[src/source/gpu_cfg.svh]
//****************************************
// Fixed constants only, nothing here is meant to vary
// Frame size must stay 16x16 to match the 8 bit word address
//****************************************
`ifndef GPU_CFG_SVH
`define GPU_CFG_SVH

// Local bus register map
`define GPU_CONTROL_ADDR    8'h00
`define GPU_STATUS_ADDR     8'h04
`define GPU_JOB_ACTION_ADDR 8'h08
`define GPU_JOB_X0_ADDR     8'h0C
`define GPU_JOB_Y0_ADDR     8'h10
`define GPU_JOB_X1_ADDR     8'h14
`define GPU_JOB_Y1_ADDR     8'h18
`define GPU_JOB_COLOR_ADDR  8'h1C
`define GPU_PXL_ADDR_ADDR   8'h20
`define GPU_PXL_DATA_ADDR   8'h24

// Frame geometry
`define GPU_FRAME_W 16
`define GPU_FRAME_H 16

// Field widths
`define GPU_COORD_W   4
`define GPU_COLOR_W   8
`define GPU_FB_ADDR_W 8
`define GPU_LB_ADDR_W 8
`define GPU_LB_DATA_W 32

// Returned for unmapped register reads
`define GPU_BAD_ADDR_DATA 32'hdeadbabe

`endif

[src/source/gpu_pkg.sv]
//****************************************
// Shared types of the drawing core
//****************************************
`include "gpu_cfg.svh"

package gpu_pkg;

  // Pixel X or Y position
  typedef logic [`GPU_COORD_W-1:0] coord_t;

  // Pixel colour, one byte per pixel
  typedef logic [`GPU_COLOR_W-1:0] color_t;

  // Frame word address, Y in upper nibble, X in lower
  typedef logic [`GPU_FB_ADDR_W-1:0] fb_addr_t;

  // Host local bus
  typedef logic [`GPU_LB_ADDR_W-1:0] lb_addr_t;
  typedef logic [`GPU_LB_DATA_W-1:0] lb_data_t;

  // Job action codes as written to JOB_ACTION
  typedef enum logic [1:0]
  {
    DRAW  = 2'd0,
    CLEAR = 2'd1
  } action_t;

endpackage

[src/source/gpu_regs.sv]
//****************************************
// Host must not strobe again until a PXL_DATA read returns
// Job start needs CONTROL enable set at the JOB_ACTION write
//****************************************
`timescale 1ns/1ps
`include "gpu_cfg.svh"

module gpu_regs
(
  input  logic              cr_intf,
  input  logic              rst_n,
  // Host local bus
  input  gpu_pkg::lb_addr_t addr,
  input  logic              wr_en,
  input  gpu_pkg::lb_data_t wr_data,
  input  logic              rd_en,
  output logic              wr_valid,
  output logic              rd_valid,
  output gpu_pkg::lb_data_t rd_data,
  // Job launch towards the engine
  input  logic              busy,
  output logic              job_start,
  output gpu_pkg::coord_t   x0,
  output gpu_pkg::coord_t   y0,
  output gpu_pkg::coord_t   x1,
  output gpu_pkg::coord_t   y1,
  output gpu_pkg::color_t   color,
  // Wishbone master 0, pixel readback
  output logic              m0_cyc,
  output logic              m0_stb,
  output logic              m0_we,
  output gpu_pkg::fb_addr_t m0_adr,
  output gpu_pkg::color_t   m0_dat_w,
  input  logic              m0_ack,
  input  gpu_pkg::color_t   m0_dat_r
);

  import gpu_pkg::*;

  logic     enable;
  action_t  action;
  coord_t   job_x0;
  coord_t   job_y0;
  coord_t   job_x1;
  coord_t   job_y1;
  color_t   job_color;
  fb_addr_t pxl_addr;
  // Pixel read in flight on the memory bus
  logic     pxl_pend;

  always_ff @(posedge cr_intf or negedge rst_n)
  begin
    if (!rst_n)
    begin
      enable    <= 1'b0;
      action    <= DRAW;
      job_x0    <= '0;
      job_y0    <= '0;
      job_x1    <= '0;
      job_y1    <= '0;
      job_color <= '0;
      pxl_addr  <= '0;
      pxl_pend  <= 1'b0;
      job_start <= 1'b0;
      wr_valid  <= 1'b0;
      rd_valid  <= 1'b0;
      rd_data   <= '0;
    end
    else
    begin
      // Register writes
      if (wr_en)
      begin
        case (addr)
          `GPU_CONTROL_ADDR:    enable    <= wr_data[0];
          `GPU_JOB_ACTION_ADDR: action    <= action_t'(wr_data[1:0]);
          `GPU_JOB_X0_ADDR:     job_x0    <= wr_data[`GPU_COORD_W-1:0];
          `GPU_JOB_Y0_ADDR:     job_y0    <= wr_data[`GPU_COORD_W-1:0];
          `GPU_JOB_X1_ADDR:     job_x1    <= wr_data[`GPU_COORD_W-1:0];
          `GPU_JOB_Y1_ADDR:     job_y1    <= wr_data[`GPU_COORD_W-1:0];
          `GPU_JOB_COLOR_ADDR:  job_color <= wr_data[`GPU_COLOR_W-1:0];
          `GPU_PXL_ADDR_ADDR:   pxl_addr  <= wr_data[`GPU_FB_ADDR_W-1:0];
          default:              ;
        endcase
      end
      wr_valid <= wr_en;

      // Launch one cycle after the JOB_ACTION write
      job_start <= wr_en && (addr == `GPU_JOB_ACTION_ADDR) && enable;

      // Register reads answer next cycle, PXL_DATA goes to the bus
      if (rd_en)
      begin
        case (addr)
          `GPU_CONTROL_ADDR:    rd_data <= lb_data_t'(enable);
          `GPU_STATUS_ADDR:     rd_data <= lb_data_t'(busy);
          `GPU_JOB_ACTION_ADDR: rd_data <= lb_data_t'(action);
          `GPU_JOB_X0_ADDR:     rd_data <= lb_data_t'(job_x0);
          `GPU_JOB_Y0_ADDR:     rd_data <= lb_data_t'(job_y0);
          `GPU_JOB_X1_ADDR:     rd_data <= lb_data_t'(job_x1);
          `GPU_JOB_Y1_ADDR:     rd_data <= lb_data_t'(job_y1);
          `GPU_JOB_COLOR_ADDR:  rd_data <= lb_data_t'(job_color);
          `GPU_PXL_ADDR_ADDR:   rd_data <= lb_data_t'(pxl_addr);
          `GPU_PXL_DATA_ADDR:   pxl_pend <= 1'b1;
          default:              rd_data <= `GPU_BAD_ADDR_DATA;
        endcase
      end

      // Pixel returns with the ack, drop cyc the cycle after
      if (pxl_pend && m0_ack)
      begin
        pxl_pend <= 1'b0;
        rd_data  <= lb_data_t'(m0_dat_r);
      end

      rd_valid <= (rd_en && (addr != `GPU_PXL_DATA_ADDR)) || (pxl_pend && m0_ack);
    end
  end

  // CLEAR covers the whole frame
  assign x0    = (action == CLEAR) ? coord_t'(0) : job_x0;
  assign y0    = (action == CLEAR) ? coord_t'(0) : job_y0;
  assign x1    = (action == CLEAR) ? coord_t'(`GPU_FRAME_W-1) : job_x1;
  assign y1    = (action == CLEAR) ? coord_t'(`GPU_FRAME_H-1) : job_y1;
  assign color = job_color;

  // Read only master
  assign m0_cyc   = pxl_pend;
  assign m0_stb   = pxl_pend;
  assign m0_we    = 1'b0;
  assign m0_adr   = pxl_addr;
  assign m0_dat_w = '0;

endmodule

[src/source/gpu_rect_engine.sv]
//****************************************
// Holds the bus for a whole job, 3 cycles per pixel when granted
// Start pulses during a job are dropped
//****************************************
`timescale 1ns/1ps

module gpu_rect_engine
(
  input  logic              cr_intf,
  input  logic              rst_n,
  // Job from the register block
  input  logic              job_start,
  input  gpu_pkg::coord_t   x0,
  input  gpu_pkg::coord_t   y0,
  input  gpu_pkg::coord_t   x1,
  input  gpu_pkg::coord_t   y1,
  input  gpu_pkg::color_t   color,
  output logic              busy,
  // Wishbone master 1, pixel writes
  output logic              m1_cyc,
  output logic              m1_stb,
  output logic              m1_we,
  output gpu_pkg::fb_addr_t m1_adr,
  output gpu_pkg::color_t   m1_dat_w,
  input  logic              m1_ack
);

  import gpu_pkg::*;

  typedef enum logic [1:0]
  {
    IDLE,
    WRITE,
    NEXT
  } state_t;

  state_t state;
  // Ordered corners and walk position
  coord_t x_min;
  coord_t x_max;
  coord_t y_min;
  coord_t y_max;
  coord_t cur_x;
  coord_t cur_y;
  color_t fill;

  wire last_pxl = (cur_x == x_max) && (cur_y == y_max);

  always_ff @(posedge cr_intf or negedge rst_n)
  begin
    if (!rst_n)
    begin
      state <= IDLE;
    end
    else
    begin
      case (state)
        IDLE:    if (job_start) state <= WRITE;
        // Last ack ends the job
        WRITE:   if (m1_ack) state <= last_pxl ? IDLE : NEXT;
        NEXT:    state <= WRITE;
        default: state <= IDLE;
      endcase
    end
  end

  // Corner ordering and raster walk
  always_ff @(posedge cr_intf)
  begin
    if ((state == IDLE) && job_start)
    begin
      x_min <= (x0 < x1) ? x0 : x1;
      x_max <= (x0 < x1) ? x1 : x0;
      y_min <= (y0 < y1) ? y0 : y1;
      y_max <= (y0 < y1) ? y1 : y0;
      cur_x <= (x0 < x1) ? x0 : x1;
      cur_y <= (y0 < y1) ? y0 : y1;
      fill  <= color;
    end
    else if ((state == WRITE) && m1_ack && !last_pxl)
    begin
      // Row by row, left to right
      if (cur_x == x_max)
      begin
        cur_x <= x_min;
        cur_y <= cur_y + 1'b1;
      end
      else
      begin
        cur_x <= cur_x + 1'b1;
      end
    end
  end

  assign busy     = (state != IDLE);
  assign m1_cyc   = (state != IDLE);
  assign m1_stb   = (state == WRITE);
  assign m1_we    = (state == WRITE);
  assign m1_adr   = {cur_y, cur_x};
  assign m1_dat_w = fill;

endmodule

[src/source/gpu_bus_arbiter.sv]
//****************************************
// Fixed priority to m0, grant held while owner keeps cyc
//****************************************
`timescale 1ns/1ps

module gpu_bus_arbiter
(
  input  logic              cr_intf,
  input  logic              rst_n,
  // Master 0, register block
  input  logic              m0_cyc,
  input  logic              m0_stb,
  input  logic              m0_we,
  input  gpu_pkg::fb_addr_t m0_adr,
  input  gpu_pkg::color_t   m0_dat_w,
  output logic              m0_ack,
  output gpu_pkg::color_t   m0_dat_r,
  // Master 1, rectangle engine
  input  logic              m1_cyc,
  input  logic              m1_stb,
  input  logic              m1_we,
  input  gpu_pkg::fb_addr_t m1_adr,
  input  gpu_pkg::color_t   m1_dat_w,
  output logic              m1_ack,
  // Slave side, frame memory
  output logic              s_cyc,
  output logic              s_stb,
  output logic              s_we,
  output gpu_pkg::fb_addr_t s_adr,
  output gpu_pkg::color_t   s_dat_w,
  input  logic              s_ack,
  input  gpu_pkg::color_t   s_dat_r
);

  // High when m1 owns the bus
  logic grant;

  wire owner_cyc = grant ? m1_cyc : m0_cyc;

  always_ff @(posedge cr_intf or negedge rst_n)
  begin
    if (!rst_n)
      grant <= 1'b0;
    // Re-arbitrate only once the owner lets go
    else if (!owner_cyc)
      grant <= !m0_cyc && m1_cyc;
  end

  assign s_cyc   = owner_cyc;
  assign s_stb   = grant ? m1_stb   : m0_stb;
  assign s_we    = grant ? m1_we    : m0_we;
  assign s_adr   = grant ? m1_adr   : m0_adr;
  assign s_dat_w = grant ? m1_dat_w : m0_dat_w;

  // Waiting master sees no ack
  assign m0_ack   = s_ack && !grant;
  assign m1_ack   = s_ack && grant;
  assign m0_dat_r = s_dat_r;

endmodule

[src/source/gpu_frame_mem.sv]
//****************************************
// 256x8 pixel store, whole array cleared at reset
// Master must drop stb the cycle after ack
//****************************************
`timescale 1ns/1ps
`include "gpu_cfg.svh"

module gpu_frame_mem
(
  input  logic              cr_intf,
  input  logic              rst_n,
  input  logic              cyc,
  input  logic              stb,
  input  logic              we,
  input  gpu_pkg::fb_addr_t adr,
  input  gpu_pkg::color_t   dat_w,
  output logic              ack,
  output gpu_pkg::color_t   dat_r
);

  import gpu_pkg::*;

  color_t mem [`GPU_FRAME_W*`GPU_FRAME_H];

  // New request this cycle, ack still low
  wire req = cyc && stb && !ack;

  always_ff @(posedge cr_intf or negedge rst_n)
  begin
    if (!rst_n)
    begin
      ack <= 1'b0;
      for (int i = 0; i < `GPU_FRAME_W*`GPU_FRAME_H; i++)
        mem[i] <= '0;
    end
    else
    begin
      // Single cycle ack, falls with stb
      ack <= req;
      if (req && we)
        mem[adr] <= dat_w;
    end
  end

  always_ff @(posedge cr_intf)
  begin
    if (req)
      dat_r <= mem[adr];
  end

endmodule

[src/source/gpu_core.sv]
//****************************************
// Drawing core top, host local bus only
//****************************************
`timescale 1ns/1ps

module gpu_core
(
  input  logic              cr_intf,
  input  logic              rst_n,
  input  gpu_pkg::lb_addr_t addr,
  input  logic              wr_en,
  input  gpu_pkg::lb_data_t wr_data,
  input  logic              rd_en,
  output logic              wr_valid,
  output logic              rd_valid,
  output gpu_pkg::lb_data_t rd_data
);

  import gpu_pkg::*;

  // Job launch
  logic     busy;
  logic     job_start;
  coord_t   job_x0;
  coord_t   job_y0;
  coord_t   job_x1;
  coord_t   job_y1;
  color_t   job_color;

  // Master 0, pixel readback
  logic     m0_cyc;
  logic     m0_stb;
  logic     m0_we;
  fb_addr_t m0_adr;
  color_t   m0_dat_w;
  logic     m0_ack;
  color_t   m0_dat_r;

  // Master 1, engine writes
  logic     m1_cyc;
  logic     m1_stb;
  logic     m1_we;
  fb_addr_t m1_adr;
  color_t   m1_dat_w;
  logic     m1_ack;

  // Arbiter to memory
  logic     s_cyc;
  logic     s_stb;
  logic     s_we;
  fb_addr_t s_adr;
  color_t   s_dat_w;
  logic     s_ack;
  color_t   s_dat_r;

  gpu_regs gpu_regs_inst
  (
    .cr_intf   (cr_intf),
    .rst_n     (rst_n),
    .addr      (addr),
    .wr_en     (wr_en),
    .wr_data   (wr_data),
    .rd_en     (rd_en),
    .wr_valid  (wr_valid),
    .rd_valid  (rd_valid),
    .rd_data   (rd_data),
    .busy      (busy),
    .job_start (job_start),
    .x0        (job_x0),
    .y0        (job_y0),
    .x1        (job_x1),
    .y1        (job_y1),
    .color     (job_color),
    .m0_cyc    (m0_cyc),
    .m0_stb    (m0_stb),
    .m0_we     (m0_we),
    .m0_adr    (m0_adr),
    .m0_dat_w  (m0_dat_w),
    .m0_ack    (m0_ack),
    .m0_dat_r  (m0_dat_r)
  );

  gpu_rect_engine gpu_rect_engine_inst
  (
    .cr_intf   (cr_intf),
    .rst_n     (rst_n),
    .job_start (job_start),
    .x0        (job_x0),
    .y0        (job_y0),
    .x1        (job_x1),
    .y1        (job_y1),
    .color     (job_color),
    .busy      (busy),
    .m1_cyc    (m1_cyc),
    .m1_stb    (m1_stb),
    .m1_we     (m1_we),
    .m1_adr    (m1_adr),
    .m1_dat_w  (m1_dat_w),
    .m1_ack    (m1_ack)
  );

  gpu_bus_arbiter gpu_bus_arbiter_inst
  (
    .cr_intf   (cr_intf),
    .rst_n     (rst_n),
    .m0_cyc    (m0_cyc),
    .m0_stb    (m0_stb),
    .m0_we     (m0_we),
    .m0_adr    (m0_adr),
    .m0_dat_w  (m0_dat_w),
    .m0_ack    (m0_ack),
    .m0_dat_r  (m0_dat_r),
    .m1_cyc    (m1_cyc),
    .m1_stb    (m1_stb),
    .m1_we     (m1_we),
    .m1_adr    (m1_adr),
    .m1_dat_w  (m1_dat_w),
    .m1_ack    (m1_ack),
    .s_cyc     (s_cyc),
    .s_stb     (s_stb),
    .s_we      (s_we),
    .s_adr     (s_adr),
    .s_dat_w   (s_dat_w),
    .s_ack     (s_ack),
    .s_dat_r   (s_dat_r)
  );

  gpu_frame_mem gpu_frame_mem_inst
  (
    .cr_intf   (cr_intf),
    .rst_n     (rst_n),
    .cyc       (s_cyc),
    .stb       (s_stb),
    .we        (s_we),
    .adr       (s_adr),
    .dat_w     (s_dat_w),
    .ack       (s_ack),
    .dat_r     (s_dat_r)
  );

endmodule

[config.mk]
export PLATFORM = sky130hd
export DESIGN_NAME = gpu_core
export DESIGN_NICKNAME = d
export VERILOG_FILES = /design/src/source/gpu_pkg.sv /design/src/source/gpu_regs.sv /design/src/source/gpu_rect_engine.sv /design/src/source/gpu_bus_arbiter.sv /design/src/source/gpu_frame_mem.sv /design/src/source/gpu_core.sv
export VERILOG_INCLUDE_DIRS = /design/src /design/src/source
export SDC_FILE = /design/constraint.sdc
export NUM_CORES = 2
export LEC_CHECK = 0
export BUFFER_PORTS_ARGS = -buffer_cell sky130_fd_sc_hd__clkbuf_2
export CAP_MARGIN = 30
export CELL_PAD_IN_SITES_DETAIL_PLACEMENT = 0
export CELL_PAD_IN_SITES_GLOBAL_PLACEMENT = 2
export CORE_MARGIN = 2
export CORE_UTILIZATION = 42
export DETAILED_ROUTE_END_ITERATION = 10
export PLACE_DENSITY_LB_ADDON = 0.08
export SLEW_MARGIN = 5
export SYNTH_ARGS = -nofsm -noshare
export SYNTH_HDL_FRONTEND = slang
export SYNTH_SLANG_ARGS = --single-unit
[constraint.sdc]
create_clock -name cr_intf -period 3.4 [get_ports cr_intf]
set_input_delay 0.68 -clock cr_intf [delete_from_list [all_inputs] [get_ports cr_intf]]
set_output_delay 0.68 -clock cr_intf [all_outputs]
set_load 0.02 [all_outputs]
==> results_dict.tcl <==
set metrics [dict create \
    worst_pin_slew_ns 0.902 \
    synthCells 9408 \
    initial_antenna_violation_count 6 \
    route.vias.total 69400 \
    leakagePower_nw 45.2 \
    routed_wirelength_um 307000 \
    critPathLaunch "gpu_rect_engine_inst.cur_x[0]" \
    cts_root_buf "sky130_fd_sc_hd__clkbuf_16" \
    mappedNetlistArea_um2 93800 \
    result_of_the_run "complete, but fails checks" \
    rsz_0062_raised_after_global_routing "yes" \
    tritoncts_num_sinks 2136 \
    avgViaCountPerCell 5.50 \
    layout_commonest_cell "sky130_fd_sc_hd__nand2_1" \
    firstDrtPassIters 5 \
    crit_path_end_kind "flip-flop" \
    cts_made_buffers 236 \
    clockPowerShare_pct 47.6 \
    worst_setup_path_start_kind "flip-flop" \
    switching_power_share_of_the_total_pct 23.1 \
    layout_min_cycle_time_ns 3.46 \
    timing.slew.headroom_pct 39.9 \
    insertion_delay_ns 0.89 \
    synth_top_area_share_pct 56.0 \
    globalRouteOverflowTotal 0 \
    power_per_standard_cell_area_nw_per_um2 492 \
    vias_in_the_first_global_route 68400 \
    crit_type "flip-flop to flip-flop" \
    ys.warnings.count 0 \
    worst_ep_arrival_time_ns 4.08 \
    synthesis.area_per_instance_um2 9.97 \
    fin_nets 9507 \
    violations_in_the_final_reports "negative setup slack" \
    area_of_the_core_um2 222000 \
    cts_tree "done" \
    area_delta_synth_final_pct 16.0 \
    core.rowCount 173 \
    yosys_register_bits 2136 \
    final-max-slew-violation-count 0 \
    post_synth_main_area_contributors "sky130_fd_sc_hd__dfrtp_1, sky130_fd_sc_hd__nand2_1, sky130_fd_sc_hd__o21ai_0" \
    detailedPlacementHpwl_um 202000 \
    preCtsSetupSlack_ns -0.343 \
    ioPinCount 78 \
    cp_data_required_time_ns 4.02 \
    synthDistinctLibCells 65 \
    ff2ff_path_depth 11 \
    max_clock_freq_mhz 289 \
    skew_ns 0.0352 \
    cts_buffer_depth 3 \
    synth_top_cell_by_area "sky130_fd_sc_hd__dfrtp_1" \
    synth_top_flop_cell "sky130_fd_sc_hd__dfrtp_1" \
    yosysSeqAreaShare_pct 57.2 \
    detail_route.drc_violations 0 \
    floorplan.die.height_um 477 \
    dieArea_um2 227000 \
    seq_power_share_pct 47.8 \
    pwr-share-comb_pct 4.6 \
    reg2reg_slack_ns -0.06 \
    top_library_cells_by_usage_in_the_layout_fill_and_taps_aside "sky130_fd_sc_hd__nand2_1, sky130_fd_sc_hd__dfrtp_1, sky130_fd_sc_hd__o21ai_0" \
    initialDrtViolationCount 5434 \
    cell_internal_pwr_w 0.0412 \
    clk_pin_slew_worst_setup_hold_paths_ns 0.06 \
    finalCritPeriodShare_pct 102 \
    routedWlPerCell_um 24.3 \
    finalHoldViolCount 0 \
    setup_ws_ns -0.0593 \
    grt_pass1_wl_um 462000 \
    worst_ir_drop_vdd_uv 475 \
    ys_async_sr_fraction_pct 98.3 \
    h-tree-depth 4 \
    synth-edff-count 36 \
    critPathMaxFanout 10 \
    grtUsageTotal_pct 27.0 \
    port-buffer-count 45 \
    drive_gt1_share_pct 15.7 \
    place.gp.congestion 0.857 \
    effective_utilization_at_floorplan_pct 42.3 \
    worst_hold_path.num_cells 2 \
    final_antenna_net_count 0 \
    maximum_number_of_pins_on_one_net_before_global_route_repair 109 \
    net_switching_power_w 0.0124 \
    cap_violations 0 \
    hold_path_startpoint "wr_data[5]" \
    worst_r2r_startpoint "gpu_rect_engine_inst.cur_x[0]" \
    chipWidth_um 477 \
    min_path_type "primary input to flip-flop" \
    final.setup.tns_ns -0.0727 \
    timing.final.setup_violations 2 \
]
final timing paths:
path                                                         end
worst max-delay path                 gpu_frame_mem_inst.dat_r[5]
worst min-delay path                      gpu_regs_inst.color[5]
worst max register to register       gpu_frame_mem_inst.dat_r[5]
worst min register to register  gpu_rect_engine_inst.m1_dat_w[5]
max in group asynchronous           gpu_frame_mem_inst.mem[1321]
min in group asynchronous                gpu_regs_inst.job_y0[3]
layer usage:
layer,track usage [%],vias up,wire length [um],share of wire (%)
li1,-,32700,-,-
met1,40.0,34800,144000,47
met2,41.7,1501,140000,45
met3,3.37,387,14800,4.8
met4,7.62,0,8450,2.8
met5,0,-,0,0
cell families after synthesis:
group,Yosys count,synth area share (%)
and+or+nand+nor,3643,16.0
AOI/OAI and AO/OA,2387,13.7
DFF,2136,57.2
buffers and inverters,795,3.63
muxes,422,9.27
adders and majority gates,12,0.160
xor gates and xnor gates,12,0.112
other,1,0.00400
repair_timing:
item,4_1_cts,5_1_grt
hold buffers,1,0
gates resized for setup,56,68
endpoints found under the setup margin,8,93
endpoints found under the hold margin,32,0
setup buffers,25,14
pin swaps,16,20
cloned,5,5
cell type report:
class                      count  area (um^2)
sequential                  2136        53600
clock inverter                57          681
clock buffer                 368         7030
antenna                        2         5.00
fill                       20800       113000
multi-input combinational   6485        37500
inverter                      14         52.6
timing repair buffer         578         6200
tap                         2975         3720
critical path: stages (launching register included):
cell and delay, ns:
sky130_fd_sc_hd__edfxtp_1 0.47, sky130_fd_sc_hd__mux2_8 0.46, sky130_fd_sc_hd__buf_12 0.18, sky130_fd_sc_hd__buf_16 0.14
sky130_fd_sc_hd__buf_12 0.13, sky130_fd_sc_hd__mux4_2 0.43, sky130_fd_sc_hd__a22oi_2 0.26, sky130_fd_sc_hd__nand4_1 0.27
sky130_fd_sc_hd__buf_6 0.22, sky130_fd_sc_hd__nor2_4 0.11, sky130_fd_sc_hd__o32a_1 0.33, sky130_fd_sc_hd__o2111ai_2 0.16
Yosys cell counts (all sizes together), types with 5 or more instances:
cell / number
ha: 12
a22oi: 168
o2111ai: 10
mux2i: 25
buf: 208
clkbuf: 573
a32oi: 17
nand2: 2960
nor2: 69
o32a: 8
xnor2: 10
a311oi: 32
o31ai: 17
nor2b: 5
nand2b: 6
nand3b: 8
a31oi: 9
and3: 21
or3b: 6
and2: 14
inv: 14
nand3: 385
edfxtp: 36
a21oi: 25
mux2: 45
mux4: 352
nor3: 23
a41oi: 17
dfrtp: 2100
nand4: 138
o21ai: 2067
stage by stage:
stage	utilization, %	instances	instance area, um^2	hold WS, ns	power (W)
2_1_floorplan	-	9415	93900	0.384	0.0270
5_1_grt	49.0	12600	109000	0.0664	0.0554
4_1_cts	48.8	12600	108000	0.0170	0.0542
6_report	49.0	12600	109000	0.0982	0.0536
3_3_place_gp	45.0	12100	100000	0.452	0.0284
3_5_place_dp	45.0	12100	100000	0.458	0.0284
power by group through the flow:
stage	clock network [W]	registers (W)	logic [W]
6_report	0.0255	0.0256	0.00247
5_1_grt	0.0272	0.0256	0.00267
4_1_cts	0.0261	0.0256	0.00245
3_5_place_dp	0	0.0260	0.00237
3_3_place_gp	0	0.0260	0.00236
2_1_floorplan	0	0.0260	0.000954
flip-flops by register name, summed over array words and instances (netlist names), 2 cells and up:
register                       flops
gpu_frame_mem_inst.mem          2048
gpu_regs_inst.rd_data              9
gpu_frame_mem_inst.dat_r           8
gpu_rect_engine_inst.m1_dat_w      8
gpu_regs_inst.color                8
gpu_regs_inst.m0_adr               8
gpu_rect_engine_inst.cur_x         4
gpu_rect_engine_inst.cur_y         4
gpu_rect_engine_inst.x_max         4
gpu_rect_engine_inst.x_min         4
gpu_rect_engine_inst.y_max         4
gpu_regs_inst.job_x0               4
gpu_regs_inst.job_x1               4
gpu_regs_inst.job_y0               4
gpu_regs_inst.job_y1               4
gpu_rect_engine_inst.state         2
gpu_regs_inst.action               2
Power figures use the tool's default switching activity.
